## src/common/piano_ctrl_defines.svh

```systemverilog
`ifndef PIANO_CTRL_DEFINES_SVH
`define PIANO_CTRL_DEFINES_SVH

// Width of the control state code
`define PIANO_STATE_W 6

// Width of the menu page selector
`define PIANO_MENU_W 3

`endif

```

## src/common/piano_ctrl_pkg.sv

```systemverilog
`include "piano_ctrl_defines.svh"

package piano_ctrl_pkg;

    typedef logic [`PIANO_STATE_W-1:0] state_code_t;
    typedef logic [`PIANO_MENU_W-1:0]  page_code_t;

    // ----------------------------------------------------------------------
    // Controller state codes
    // ----------------------------------------------------------------------
    typedef enum state_code_t {
        ST_IDLE             = 6'h00,
        ST_INIT             = 6'h01,
        ST_START_ROUND      = 6'h02,
        ST_SHOW             = 6'h03,
        ST_SHOW_WAIT        = 6'h04,
        ST_NEXT_SHOW        = 6'h05,
        ST_START_ANSWER     = 6'h06,
        ST_ANSWER_WAIT      = 6'h07,
        ST_COMPARE          = 6'h09,
        ST_WON_GAME         = 6'h0A,
        ST_NEXT_NOTE        = 6'h0B,
        ST_ADD_NOTE         = 6'h13,
        ST_MISSED_NOTE      = 6'h14,
        ST_MISSED_TIME      = 6'h15,
        ST_NOTE_PLAY        = 6'h17,
        ST_SHOW_LAST        = 6'h18,
        ST_NEXT_ROUND       = 6'h19,
        ST_CHECK_END        = 6'h1A,
        ST_SAVE_ROUND       = 6'h1B,
        ST_BEGIN_MENU       = 6'h1C,
        ST_WAIT_MODE        = 6'h1D,
        ST_WAIT_TEMPO       = 6'h1E,
        ST_WAIT_KEY         = 6'h1F,
        ST_WAIT_SONG        = 6'h20,
        ST_BEGIN_ERROR_MENU = 6'h21,
        ST_ERROR_MENU       = 6'h22,
        ST_FREE_WAIT        = 6'h23
    } ctrl_state_t;

    typedef enum logic {
        MODE_REPEAT = 1'b0,
        MODE_FREE   = 1'b1
    } play_mode_t;

    // Player choice in the error menu
    typedef enum logic [1:0] {
        RETRY_NONE      = 2'd0,
        RETRY_ROUND     = 2'd1,
        RETRY_NOTE      = 2'd2,
        RETRY_SHOW_LAST = 2'd3
    } retry_t;

    typedef enum page_code_t {
        PAGE_MODE  = 3'd0,
        PAGE_TEMPO = 3'd1,
        PAGE_KEY   = 3'd2,
        PAGE_SONG  = 3'd3,
        PAGE_ERROR = 3'd4
    } menu_page_t;

    // ----------------------------------------------------------------------
    // Datapath interface
    // ----------------------------------------------------------------------
    typedef struct packed {
        logic show_delay_done;
        logic round_done;
        logic note_held;
        logic note_right;
        logic timing_right;
        logic beat_low;
        logic addr_at_round;
        logic answer_timeout;
        logic song_end;
    } ctrl_status_t;

    typedef struct packed {
        logic       clear_note_counter;
        logic       count_note_counter;
        logic       clear_show_delay;
        logic       count_show_delay;
        logic       clear_round_counter;
        logic       count_round_counter;
        logic       clear_metronome;
        logic       count_metronome;
        logic       clear_answer_timer;
        logic       count_answer_timer;
        logic       store_note;
        logic       clear_note_reg;
        logic       clear_options;
        logic       leds_from_memory;
        logic       leds_on;
        logic       play_tone;
        logic       start_menu;
        logic       show_menu;
        menu_page_t menu_page;
        logic       store_mode;
        logic       store_tempo;
        logic       store_key;
        logic       store_song;
        logic       store_error;
    } ctrl_cmd_t;

    typedef struct packed {
        logic won;
        logic lost;
        logic player_turn;
    } player_status_t;

endpackage

```

## src/control/menu_next_state.sv

```systemverilog
module menu_next_state (
    input  piano_ctrl_pkg::ctrl_state_t state,
    input  logic                        start,
    input  logic                        enter,
    input  piano_ctrl_pkg::play_mode_t  mode,
    output piano_ctrl_pkg::ctrl_state_t menu_next,
    output logic                        in_menu
);

    // Idle and the setup pages
    assign in_menu = state inside {
        piano_ctrl_pkg::ST_IDLE,
        piano_ctrl_pkg::ST_BEGIN_MENU,
        piano_ctrl_pkg::ST_WAIT_MODE,
        piano_ctrl_pkg::ST_WAIT_TEMPO,
        piano_ctrl_pkg::ST_WAIT_KEY,
        piano_ctrl_pkg::ST_WAIT_SONG
    };

    always_comb begin
        case (state)
            piano_ctrl_pkg::ST_IDLE:
                menu_next = start ? piano_ctrl_pkg::ST_BEGIN_MENU
                                  : piano_ctrl_pkg::ST_IDLE;
            piano_ctrl_pkg::ST_BEGIN_MENU:
                menu_next = piano_ctrl_pkg::ST_WAIT_MODE;
            piano_ctrl_pkg::ST_WAIT_MODE:
                menu_next = enter ? piano_ctrl_pkg::ST_WAIT_TEMPO
                                  : piano_ctrl_pkg::ST_WAIT_MODE;
            piano_ctrl_pkg::ST_WAIT_TEMPO:
                menu_next = enter ? piano_ctrl_pkg::ST_WAIT_KEY
                                  : piano_ctrl_pkg::ST_WAIT_TEMPO;
            piano_ctrl_pkg::ST_WAIT_KEY: begin
                // No song to pick in free play
                if (!enter) begin
                    menu_next = piano_ctrl_pkg::ST_WAIT_KEY;
                end else if (mode == piano_ctrl_pkg::MODE_FREE) begin
                    menu_next = piano_ctrl_pkg::ST_INIT;
                end else begin
                    menu_next = piano_ctrl_pkg::ST_WAIT_SONG;
                end
            end
            piano_ctrl_pkg::ST_WAIT_SONG:
                menu_next = enter ? piano_ctrl_pkg::ST_INIT
                                  : piano_ctrl_pkg::ST_WAIT_SONG;
            default:
                menu_next = piano_ctrl_pkg::ST_INIT;
        endcase
    end

endmodule

```

## src/control/play_next_state.sv

```systemverilog
module play_next_state (
    input  piano_ctrl_pkg::ctrl_state_t  state,
    input  piano_ctrl_pkg::play_mode_t   mode,
    input  piano_ctrl_pkg::retry_t       retry,
    input  logic                         start,
    input  logic                         enter,
    input  piano_ctrl_pkg::ctrl_status_t status,
    output piano_ctrl_pkg::ctrl_state_t  play_next
);

    piano_ctrl_pkg::ctrl_state_t repeat_next;
    piano_ctrl_pkg::ctrl_state_t free_next;
    piano_ctrl_pkg::ctrl_state_t retry_next;
    piano_ctrl_pkg::ctrl_state_t compare_next;

    // ----------------------------------------------------------------------
    // Error menu choice
    // ----------------------------------------------------------------------
    always_comb begin
        case (retry)
            piano_ctrl_pkg::RETRY_ROUND:     retry_next = piano_ctrl_pkg::ST_START_ROUND;
            piano_ctrl_pkg::RETRY_NOTE:      retry_next = piano_ctrl_pkg::ST_START_ANSWER;
            piano_ctrl_pkg::RETRY_SHOW_LAST: retry_next = piano_ctrl_pkg::ST_SHOW_LAST;
            default:                         retry_next = piano_ctrl_pkg::ST_ERROR_MENU;
        endcase
    end

    // Note first, then timing, then position in the round
    always_comb begin
        if (!status.note_right) begin
            compare_next = piano_ctrl_pkg::ST_MISSED_NOTE;
        end else if (!status.timing_right) begin
            compare_next = piano_ctrl_pkg::ST_MISSED_TIME;
        end else if (status.addr_at_round) begin
            compare_next = status.round_done ? piano_ctrl_pkg::ST_WON_GAME
                                             : piano_ctrl_pkg::ST_ADD_NOTE;
        end else begin
            compare_next = piano_ctrl_pkg::ST_NEXT_NOTE;
        end
    end

    // ----------------------------------------------------------------------
    // Repeat the melody
    // ----------------------------------------------------------------------
    always_comb begin
        case (state)
            piano_ctrl_pkg::ST_INIT:
                repeat_next = piano_ctrl_pkg::ST_START_ROUND;
            piano_ctrl_pkg::ST_START_ROUND:
                repeat_next = status.show_delay_done ? piano_ctrl_pkg::ST_SHOW
                                                     : piano_ctrl_pkg::ST_START_ROUND;
            piano_ctrl_pkg::ST_SHOW:
                repeat_next = piano_ctrl_pkg::ST_SHOW_WAIT;
            piano_ctrl_pkg::ST_SHOW_WAIT: begin
                if (!status.beat_low) begin
                    repeat_next = piano_ctrl_pkg::ST_SHOW_WAIT;
                end else if (status.addr_at_round) begin
                    repeat_next = piano_ctrl_pkg::ST_START_ANSWER;
                end else begin
                    repeat_next = piano_ctrl_pkg::ST_NEXT_SHOW;
                end
            end
            piano_ctrl_pkg::ST_NEXT_SHOW:
                repeat_next = piano_ctrl_pkg::ST_SHOW;
            piano_ctrl_pkg::ST_START_ANSWER,
            piano_ctrl_pkg::ST_NEXT_NOTE:
                repeat_next = piano_ctrl_pkg::ST_ANSWER_WAIT;
            piano_ctrl_pkg::ST_ANSWER_WAIT: begin
                // Timeout wins over a late key press
                if (status.answer_timeout) begin
                    repeat_next = piano_ctrl_pkg::ST_MISSED_TIME;
                end else if (status.note_held) begin
                    repeat_next = piano_ctrl_pkg::ST_NOTE_PLAY;
                end else begin
                    repeat_next = piano_ctrl_pkg::ST_ANSWER_WAIT;
                end
            end
            piano_ctrl_pkg::ST_NOTE_PLAY:
                repeat_next = status.note_held ? piano_ctrl_pkg::ST_NOTE_PLAY
                                               : piano_ctrl_pkg::ST_COMPARE;
            piano_ctrl_pkg::ST_COMPARE:
                repeat_next = compare_next;
            piano_ctrl_pkg::ST_ADD_NOTE:
                repeat_next = piano_ctrl_pkg::ST_SAVE_ROUND;
            piano_ctrl_pkg::ST_SAVE_ROUND:
                repeat_next = piano_ctrl_pkg::ST_CHECK_END;
            piano_ctrl_pkg::ST_CHECK_END:
                repeat_next = status.song_end ? piano_ctrl_pkg::ST_WON_GAME
                                              : piano_ctrl_pkg::ST_NEXT_ROUND;
            piano_ctrl_pkg::ST_NEXT_ROUND:
                repeat_next = piano_ctrl_pkg::ST_START_ROUND;
            piano_ctrl_pkg::ST_MISSED_NOTE,
            piano_ctrl_pkg::ST_MISSED_TIME:
                repeat_next = piano_ctrl_pkg::ST_BEGIN_ERROR_MENU;
            piano_ctrl_pkg::ST_BEGIN_ERROR_MENU:
                repeat_next = piano_ctrl_pkg::ST_ERROR_MENU;
            piano_ctrl_pkg::ST_ERROR_MENU:
                repeat_next = enter ? retry_next : piano_ctrl_pkg::ST_ERROR_MENU;
            piano_ctrl_pkg::ST_SHOW_LAST:
                repeat_next = status.beat_low ? piano_ctrl_pkg::ST_ANSWER_WAIT
                                              : piano_ctrl_pkg::ST_SHOW_LAST;
            piano_ctrl_pkg::ST_WON_GAME:
                repeat_next = start ? piano_ctrl_pkg::ST_BEGIN_MENU
                                    : piano_ctrl_pkg::ST_WON_GAME;
            default:
                repeat_next = piano_ctrl_pkg::ST_IDLE;
        endcase
    end

    // Free play loops between waiting and sounding a key
    assign free_next = (status.note_held && state inside {piano_ctrl_pkg::ST_FREE_WAIT,
                                                          piano_ctrl_pkg::ST_NOTE_PLAY})
                     ? piano_ctrl_pkg::ST_NOTE_PLAY : piano_ctrl_pkg::ST_FREE_WAIT;

    assign play_next = (mode == piano_ctrl_pkg::MODE_FREE) ? free_next : repeat_next;

    a_retry_valid: assert final (
        !(state == piano_ctrl_pkg::ST_ERROR_MENU && enter) ||
        retry inside {piano_ctrl_pkg::RETRY_NONE, piano_ctrl_pkg::RETRY_ROUND,
                      piano_ctrl_pkg::RETRY_NOTE, piano_ctrl_pkg::RETRY_SHOW_LAST}
    );

endmodule

```

## src/control/state_register.sv

```systemverilog
module state_register (
    input  logic                        clock,
    input  logic                        reset,
    input  logic                        in_menu,
    input  piano_ctrl_pkg::ctrl_state_t menu_next,
    input  piano_ctrl_pkg::ctrl_state_t play_next,
    output piano_ctrl_pkg::ctrl_state_t state
);

    piano_ctrl_pkg::ctrl_state_t next_state;

    // Menu logic owns the successor while in the setup pages
    assign next_state = in_menu ? menu_next : play_next;

    always_ff @(posedge clock or posedge reset) begin
        if (reset) begin
            state <= piano_ctrl_pkg::ST_IDLE;
        end else begin
            state <= next_state;
        end
    end

    // A known state means both successor paths resolve every condition
    a_state_known: assert property (
        @(posedge clock) disable iff (reset)
        !$isunknown(state)
    );

endmodule

```

## src/control/command_decoder.sv

```systemverilog
module command_decoder (
    input  piano_ctrl_pkg::ctrl_state_t    state,
    output piano_ctrl_pkg::ctrl_cmd_t      cmd,
    output piano_ctrl_pkg::player_status_t player
);

    // ----------------------------------------------------------------------
    // Counters and timers
    // ----------------------------------------------------------------------
    always_comb begin
        cmd.clear_note_counter = state inside {piano_ctrl_pkg::ST_START_ROUND,
                                               piano_ctrl_pkg::ST_START_ANSWER};
        cmd.count_note_counter = state inside {piano_ctrl_pkg::ST_ADD_NOTE,
                                               piano_ctrl_pkg::ST_NEXT_SHOW,
                                               piano_ctrl_pkg::ST_NEXT_NOTE};
        cmd.clear_show_delay = state inside {piano_ctrl_pkg::ST_SHOW,
                                             piano_ctrl_pkg::ST_INIT,
                                             piano_ctrl_pkg::ST_START_ANSWER,
                                             piano_ctrl_pkg::ST_NEXT_ROUND};
        cmd.count_show_delay = (state == piano_ctrl_pkg::ST_START_ROUND);
        cmd.clear_round_counter = (state == piano_ctrl_pkg::ST_INIT);
        cmd.count_round_counter = (state == piano_ctrl_pkg::ST_NEXT_ROUND);
        cmd.clear_metronome = state inside {piano_ctrl_pkg::ST_SHOW,
                                            piano_ctrl_pkg::ST_MISSED_TIME,
                                            piano_ctrl_pkg::ST_MISSED_NOTE,
                                            piano_ctrl_pkg::ST_ANSWER_WAIT,
                                            piano_ctrl_pkg::ST_INIT,
                                            piano_ctrl_pkg::ST_CHECK_END};
        cmd.count_metronome = state inside {piano_ctrl_pkg::ST_SHOW_LAST,
                                            piano_ctrl_pkg::ST_SHOW_WAIT,
                                            piano_ctrl_pkg::ST_NOTE_PLAY,
                                            piano_ctrl_pkg::ST_FREE_WAIT};
        cmd.clear_answer_timer = state inside {piano_ctrl_pkg::ST_NEXT_NOTE,
                                               piano_ctrl_pkg::ST_START_ANSWER,
                                               piano_ctrl_pkg::ST_INIT,
                                               piano_ctrl_pkg::ST_MISSED_TIME,
                                               piano_ctrl_pkg::ST_MISSED_NOTE,
                                               piano_ctrl_pkg::ST_CHECK_END};
        cmd.count_answer_timer = (state == piano_ctrl_pkg::ST_ANSWER_WAIT);

        // Note register and option registers
        cmd.store_note     = (state == piano_ctrl_pkg::ST_NOTE_PLAY);
        cmd.clear_note_reg = (state == piano_ctrl_pkg::ST_IDLE);
        cmd.clear_options  = (state == piano_ctrl_pkg::ST_IDLE);

        // Keyboard lights and sound
        cmd.leds_from_memory = state inside {piano_ctrl_pkg::ST_SHOW_WAIT,
                                             piano_ctrl_pkg::ST_SHOW_LAST};
        cmd.leds_on = state inside {piano_ctrl_pkg::ST_NOTE_PLAY,
                                    piano_ctrl_pkg::ST_SHOW_WAIT,
                                    piano_ctrl_pkg::ST_SHOW_LAST};
        cmd.play_tone = (state == piano_ctrl_pkg::ST_NOTE_PLAY);

        // ------------------------------------------------------------------
        // Menu display
        // ------------------------------------------------------------------
        cmd.start_menu = state inside {piano_ctrl_pkg::ST_BEGIN_MENU,
                                       piano_ctrl_pkg::ST_BEGIN_ERROR_MENU};
        cmd.show_menu = state inside {piano_ctrl_pkg::ST_WAIT_MODE,
                                      piano_ctrl_pkg::ST_WAIT_TEMPO,
                                      piano_ctrl_pkg::ST_WAIT_KEY,
                                      piano_ctrl_pkg::ST_WAIT_SONG,
                                      piano_ctrl_pkg::ST_ERROR_MENU};
        case (state)
            piano_ctrl_pkg::ST_WAIT_TEMPO: cmd.menu_page = piano_ctrl_pkg::PAGE_TEMPO;
            piano_ctrl_pkg::ST_WAIT_KEY:   cmd.menu_page = piano_ctrl_pkg::PAGE_KEY;
            piano_ctrl_pkg::ST_WAIT_SONG:  cmd.menu_page = piano_ctrl_pkg::PAGE_SONG;
            piano_ctrl_pkg::ST_ERROR_MENU: cmd.menu_page = piano_ctrl_pkg::PAGE_ERROR;
            default:                       cmd.menu_page = piano_ctrl_pkg::PAGE_MODE;
        endcase
        cmd.store_mode  = (state == piano_ctrl_pkg::ST_WAIT_MODE);
        cmd.store_tempo = (state == piano_ctrl_pkg::ST_WAIT_TEMPO);
        cmd.store_key   = (state == piano_ctrl_pkg::ST_WAIT_KEY);
        cmd.store_song  = (state == piano_ctrl_pkg::ST_WAIT_SONG);
        cmd.store_error = (state == piano_ctrl_pkg::ST_COMPARE);
    end

    assign player.won  = (state == piano_ctrl_pkg::ST_WON_GAME);
    assign player.lost = state inside {piano_ctrl_pkg::ST_MISSED_NOTE,
                                       piano_ctrl_pkg::ST_MISSED_TIME};
    assign player.player_turn = (state == piano_ctrl_pkg::ST_ANSWER_WAIT);

    a_won_lost: assert final (!(player.won && player.lost));

    // Menu pages never overlap the answer window
    a_menu_turn: assert final (!(cmd.show_menu && player.player_turn));

endmodule

```

## src/control/piano_control.sv

```systemverilog
module piano_control (
    input  logic                           clock,
    input  logic                           reset,
    input  logic                           start,
    input  logic                           enter,
    input  piano_ctrl_pkg::play_mode_t     mode,
    input  piano_ctrl_pkg::retry_t         retry,
    input  piano_ctrl_pkg::ctrl_status_t   status,
    output piano_ctrl_pkg::ctrl_cmd_t      cmd,
    output piano_ctrl_pkg::player_status_t player,
    output piano_ctrl_pkg::ctrl_state_t    debug_state
);

    piano_ctrl_pkg::ctrl_state_t state;
    piano_ctrl_pkg::ctrl_state_t menu_next;
    piano_ctrl_pkg::ctrl_state_t play_next;
    logic                        in_menu;

    menu_next_state menu_next_i (
        .state     (state),
        .start     (start),
        .enter     (enter),
        .mode      (mode),
        .menu_next (menu_next),
        .in_menu   (in_menu)
    );

    play_next_state play_next_i (
        .state     (state),
        .mode      (mode),
        .retry     (retry),
        .start     (start),
        .enter     (enter),
        .status    (status),
        .play_next (play_next)
    );

    state_register state_i (
        .clock     (clock),
        .reset     (reset),
        .in_menu   (in_menu),
        .menu_next (menu_next),
        .play_next (play_next),
        .state     (state)
    );

    command_decoder decoder_i (
        .state  (state),
        .cmd    (cmd),
        .player (player)
    );

    assign debug_state = state;

endmodule

```

## config.mk

```make
export PLATFORM = sky130hd
export DESIGN_NAME = piano_control
export DESIGN_NICKNAME = d
export VERILOG_FILES = /design/src/common/piano_ctrl_pkg.sv /design/src/control/menu_next_state.sv /design/src/control/play_next_state.sv /design/src/control/state_register.sv /design/src/control/command_decoder.sv /design/src/control/piano_control.sv
export VERILOG_INCLUDE_DIRS = /design/src /design/src/common
export SDC_FILE = /design/constraint.sdc
export NUM_CORES = 1
export LEC_CHECK = 0
export BUFFER_PORTS_ARGS = -buffer_cell sky130_fd_sc_hd__clkbuf_2
export CORE_ASPECT_RATIO = 1.2
export CORE_UTILIZATION = 53
export DETAILED_ROUTE_END_ITERATION = 10
export PLACE_DENSITY = 0.95
export SLEW_MARGIN = 20
export SYNTH_ARGS = -nofsm -noshare
export SYNTH_HDL_FRONTEND = slang
export SYNTH_SLANG_ARGS = --single-unit
```

## constraint.sdc

```tcl
create_clock -name clock -period 3.95 [get_ports clock]
set_clock_uncertainty 0.15 [all_clocks]
set_input_delay 0.1975 -clock clock [delete_from_list [all_inputs] [get_ports clock]]
set_output_delay 0.1975 -clock clock [all_outputs]
set_load 0.05 [all_outputs]
```

After elaboration in Yosys (flattened, before gate mapping)

Cells that the tools add are included.

Muxes and demuxes: 27
Equal/unequal tests: 29
Reduce and logical (&&, ||, !) cells: 18

Operators with widths:

| cell               | count |
|---|---|
| $pmux 6 s17        | 1 |
| $eq 6x5->1 const B | 12 |
| $mux 6             | 12 |
| $pmux 6 s6         | 1 |
| $mux 5             | 7 |
| $eq 6x3->1 const B | 4 |
| $eq 6x6->1 const B | 4 |
| $eq 6x4->1 const B | 3 |
| $pmux 6 s3         | 1 |
| $reduce_bool 6->1  | 3 |
| $eq 6x2->1 const B | 2 |
| $pmux 3 s4         | 1 |
| $reduce_bool 2->1  | 5 |
| $reduce_bool 4->1  | 2 |
| $eq 6x1->1 const B | 1 |
| $logic_not 6->1    | 1 |
| $reduce_bool 3->1  | 2 |
| $reduce_or 2->1    | 3 |
| $reduce_bool 5->1  | 1 |
| $eq 2x2->1 const B | 2 |
| $mux 2             | 2 |
| $eq 2x1->1 const B | 1 |
| $mux 1             | 2 |
| $logic_and 1x1->1  | 1 |

Bits of input ports: 16
Output and inout port bits: 35
Bits in registers: 6

Depth between registers and ports, before layout

Depth after elaboration: 7
Gate-level depth with buffers: 7
Mapped depth without buffers: 5

By module

A second synthesis with hierarchy kept.

Cell total of the unflattened synthesis: 210
Area, all modules: 1531.5 sq um

Modules (own cells, without submodules):

| module          | cells an instance | instances | area an instance (sq um) |
|---|---|---|---|
| play_next_state | 101               | 1         | 658.1 |
| command_decoder | 74                | 1         | 464.2 |
| state_register  | 14                | 1         | 255.2 |
| menu_next_state | 21                | 1         | 153.9 |

Least setup slack after synthesis

OpenSTA, ideal clock, no wires.

Kind: flip-flop to output port
From: reg state_i.state[1]
To: out cmd[24] in the netlist's numbering
Path slack: 1004 ps
Cell stages (with the launch flop): 8
Path buffers: 3
Arrival: 2599 ps
Path through: dfrtp_1 > buf_2 > buf_2 > buf_2 > nand3_1 > a21oi_1 > a31oi_1 > nor3_1

RTL lines:

| element                | line                 | text |
|---|---|---|
| start, declared        | state_register.sv:7  | `output piano_ctrl_pkg::ctrl_state_t state` |
| start signal, assigned | state_register.sv:17 | `state <= piano_ctrl_pkg::ST_IDLE;` |
| start signal, assigned | state_register.sv:19 | `state <= next_state;` |
| end, declared          | piano_control.sv:9   | `output piano_ctrl_pkg::ctrl_cmd_t cmd,` |

==> results.md <==
- Critical path endpoint category: output port
- Post-synth top area cell: dfrtp_1
- Critical path type: flip-flop to output port
- Ports: 51
- Max cap viols: 0
- Slew @ Worst Pin: 924 ps
- Mapped Area: 1290 um2
- Row count: 19
- Seq/Total Area, Yosys: 11.7%
- EDFF count, synth: 0
- Grt ovf: 0
- Synthesized net count: 215
- Maximum VDD drop: 0.000570 V
- Fmax: approximately 360 MHz
- Fin nets: approximately 250
- Initial core utilization: a little under three fifths
- CTS tree: done
- Die footprint: 2630 um2
- Comb pwr share: 76.0%
- Fin. max-slew vios: 0
- Clock latency at the later pin of the worst-skew pair: 240 ps
- Top cell type's share of synthesized area: between 10% and 20%
- Vias in the first global route: 1331
- Core ar.: 2280 um2
- Buffer and inverter count on the worst path: 1
- Register share of total power: 19.5%
- Biggest register: state_i.state
- Crit path launch type: flip-flop
- DP HPWL: slightly below 3 mm
- Internal: 0.000405 W
- LEAKAGE: 0.684 nW
- Pin count of the biggest net entering global routing: 33
- Chip width: 47.0 um
- Post-synthesis cell type count: between 50 and 60
- CTS sink cnt: 6
- Final-report setup violation count: 0
- Postcts setup bufs: 0
- Initial antenna violation count: 0
- Total CTS buffers: 3
- Primary FF master, synth: dfrtp_1
- Arrival time worst endpoint: 2450 ps
- Total GRT Usage: 31.7%
- Async SR Flop Fraction: between 90% and 100%
- Vias: 1723
- Switching share of power: 68.0%
- Slowest CP cell: dfrtp_1
- CTS max path bufs: 2
- Largest register FFs: 6
- H-tree levels: 1
- Post-DR vias/cell: about 6.6
- Hold Fails Final Rpt: 0
- Max_slew headroom: 38.4%
- CTS resizes: 0
- YS warnings: 0
- Synthesized instance count: between 150 and 200
- Area grow syn2layout: 15.9%
- Average size of a mapped cell: about 6.5 um2
- Psw: 0.000863 W
- Crit-path leading delay family: flip-flops
- Die Ht: about 56 um
- Clock power frac: 4.4%
- N_diodes: 0
- Final min period: 2800 ps
- Top Registers: state_i.state (6)
- CTS clk-pin slew, worst paths: 50 ps
- TNS Setup: 0 ps
- Final period util: 70.9%
- Number of remaining DRC errors: 0
- Yosys reg bits: 6
- Cells along the critical path: and2_1, nand2_1, o21ai_0, a32oi_1, o22ai_1, clkbuf_2
- Initial DRC Count: between 100 and 150
- Worst path required time: between 3000 and 4000 ps
- CP peak stage delay: 950 ps
- Final wirelength: 3.97 mm
- Port Buf Inserts: 50
- Peak fanout along the critical path: 32
- Dpl cells: 258
- Share of cells above drive strength 1: approximately a quarter
- Status: complete, no violations
- PD cells: 851 nW/um2
- First-pass GRT wire length: 6.39 mm
- Initial DRT Pass Iterations: 5
- Top cells by area, synth: dfrtp_1, nor2_1, a21oi_1
- Hold WC Path Type: input pin to flip-flop
- GP Congestion: 1.01
- Non-filler instance count after layout: 262
- Routed len/inst: 15.1 um
- RSZ-0062 raised after global routing: false
- ANT nets after route: 0
- CTS root buffer: clkbuf_4
-- repair_timing --
item / 4_1_cts / 5_1_grt
endpoints found under the setup margin: 0 / 0
hold buffers: 1 / 0
endpoints found under the hold margin: 6 / 0
-- metrics by stage --
step	utilization, %	setup slack [ps]	hold slack (ps)	total power, W	instance area, um2
final	65.3	1150	207	0.00127	1490
after global routing	65.3	973	204	0.00134	1490
after CTS	65.3	1210	188	0.00125	1490
after detailed placement	63.9	1410	-50.5	0.00119	1460
after global placement	63.9	1410	-45.6	0.00119	1460
after floorplan	-	1000	-162	0.00102	1290
-- placed cells by master (no fill, tap or decap), drive strengths merged, types with 2 or more instances in the layout --
cell / synthesis / final
nor2b: 8 / 8
nand2: 13 / 13
nor3b: 2 / 2
a2111oi: 2 / 2
nand3: 7 / 7
xor2: 2 / 2
nor4: 2 / 2
or3: 2 / 2
nor3: 9 / 9
a211o: 3 / 3
and2: 2 / 2
and3: 2 / 2
inv: 8 / 8
o22ai: 4 / 4
a2bb2oi: 2 / 2
o32ai: 2 / 2
o21ai: 18 / 18
dfrtp: 6 / 6
or2: 2 / 2
nor2: 27 / 27
nand2b: 8 / 8
o41ai: 2 / 2
nand4b: 2 / 2
clkbuf: 4 / 53
a32oi: 3 / 3
a21oi: 13 / 13
nor4b: 2 / 2
a31oi: 5 / 5
-- final timing paths --
path / end / slack, ps / cells past startpoint / startpoint
hold / removal: state_i.state[5]$_DFF_PP0_ / 210 / 3 / mode
setup / recovery: cmd[18] / 1150 / 6 / state_i.state[1]$_DFF_PP0_
hold reg to reg: state_i.state[3]$_DFF_PP0_ / 910 / 2 / state_i.state[5]$_DFF_PP0_
max in group asynchronous: state_i.state[3]$_DFF_PP0_ / 3200 / 3 / reset
setup reg to reg: state_i.state[4]$_DFF_PP0_ / 1320 / 5 / state_i.state[0]$_DFF_PP0_
min in group asynchronous: state_i.state[4]$_DFF_PP0_ / 250 / 3 / reset
-- tightest hold or removal path, cell delays in order --
cell and delay (ps):
clkbuf_2 160, nor3_1 70, o21ai_1 120
-- logic make-up after synthesis --
family | synth area share, %
simple gates | 38.8
compound gates | 36.7
buf+inv | 11.5
flops | 11.7
xor+xnor | 1.36
-- power groups by stage --
stage | logic, W | clock network [W] | registers, W
CTS | 0.000952 | 0.0000577 | 0.000239
global placement | 0.000950 | 0 | 0.000238
detailed placement | 0.000948 | 0 | 0.000242
finish | 0.000964 | 0.0000563 | 0.000248
global route | 0.00102 | 0.0000623 | 0.000259
floorplan | 0.000833 | 0 | 0.000192
-- routing by layer --
| metal | vias up | wire [um] | track usage [%] |
|---|---|---|---|
| met4 | 0 | 165 | 11.0 |
| met1 | 749 | 1500 | 48.7 |
| met3 | 21 | 444 | 4.55 |
| li1 | 806 | - | - |
| met2 | 147 | 1860 | 44.2 |
| met5 | - | 0 | 0 |
-- Yosys cell counts, types with 2 or more instances --
master      n
nor2_1     27
a21oi_1    13
buf_2      13
nand2_1    12
o21ai_0    11
nand2b_1    8
nor2b_1     8
nor3_1      8
nand3_1     7
o21ai_1     7
dfrtp_1     6
a31oi_1     5
inv_1       5
clkbuf_1    4
o22ai_1     4
a211o_1     3
a32oi_1     3
buf_4       3
inv_2       3
a2111oi_0   2
a2bb2oi_1   2
and2_1      2
and3_1      2
nand4b_1    2
nor3b_1     2
nor4_1      2
nor4b_1     2
o32ai_1     2
o41ai_2     2
or3_1       2
xor2_1      2
-- final cells by class --
cell class                 count  area [um2]
clock buffer                   3        22.5
sequential                     6         150
multi-input combinational    163         988
tap                           31        38.8
fill                         216         792
inverter                       8        30.0
timing repair buffer          51         260
Power figures use the tool's default switching activity.
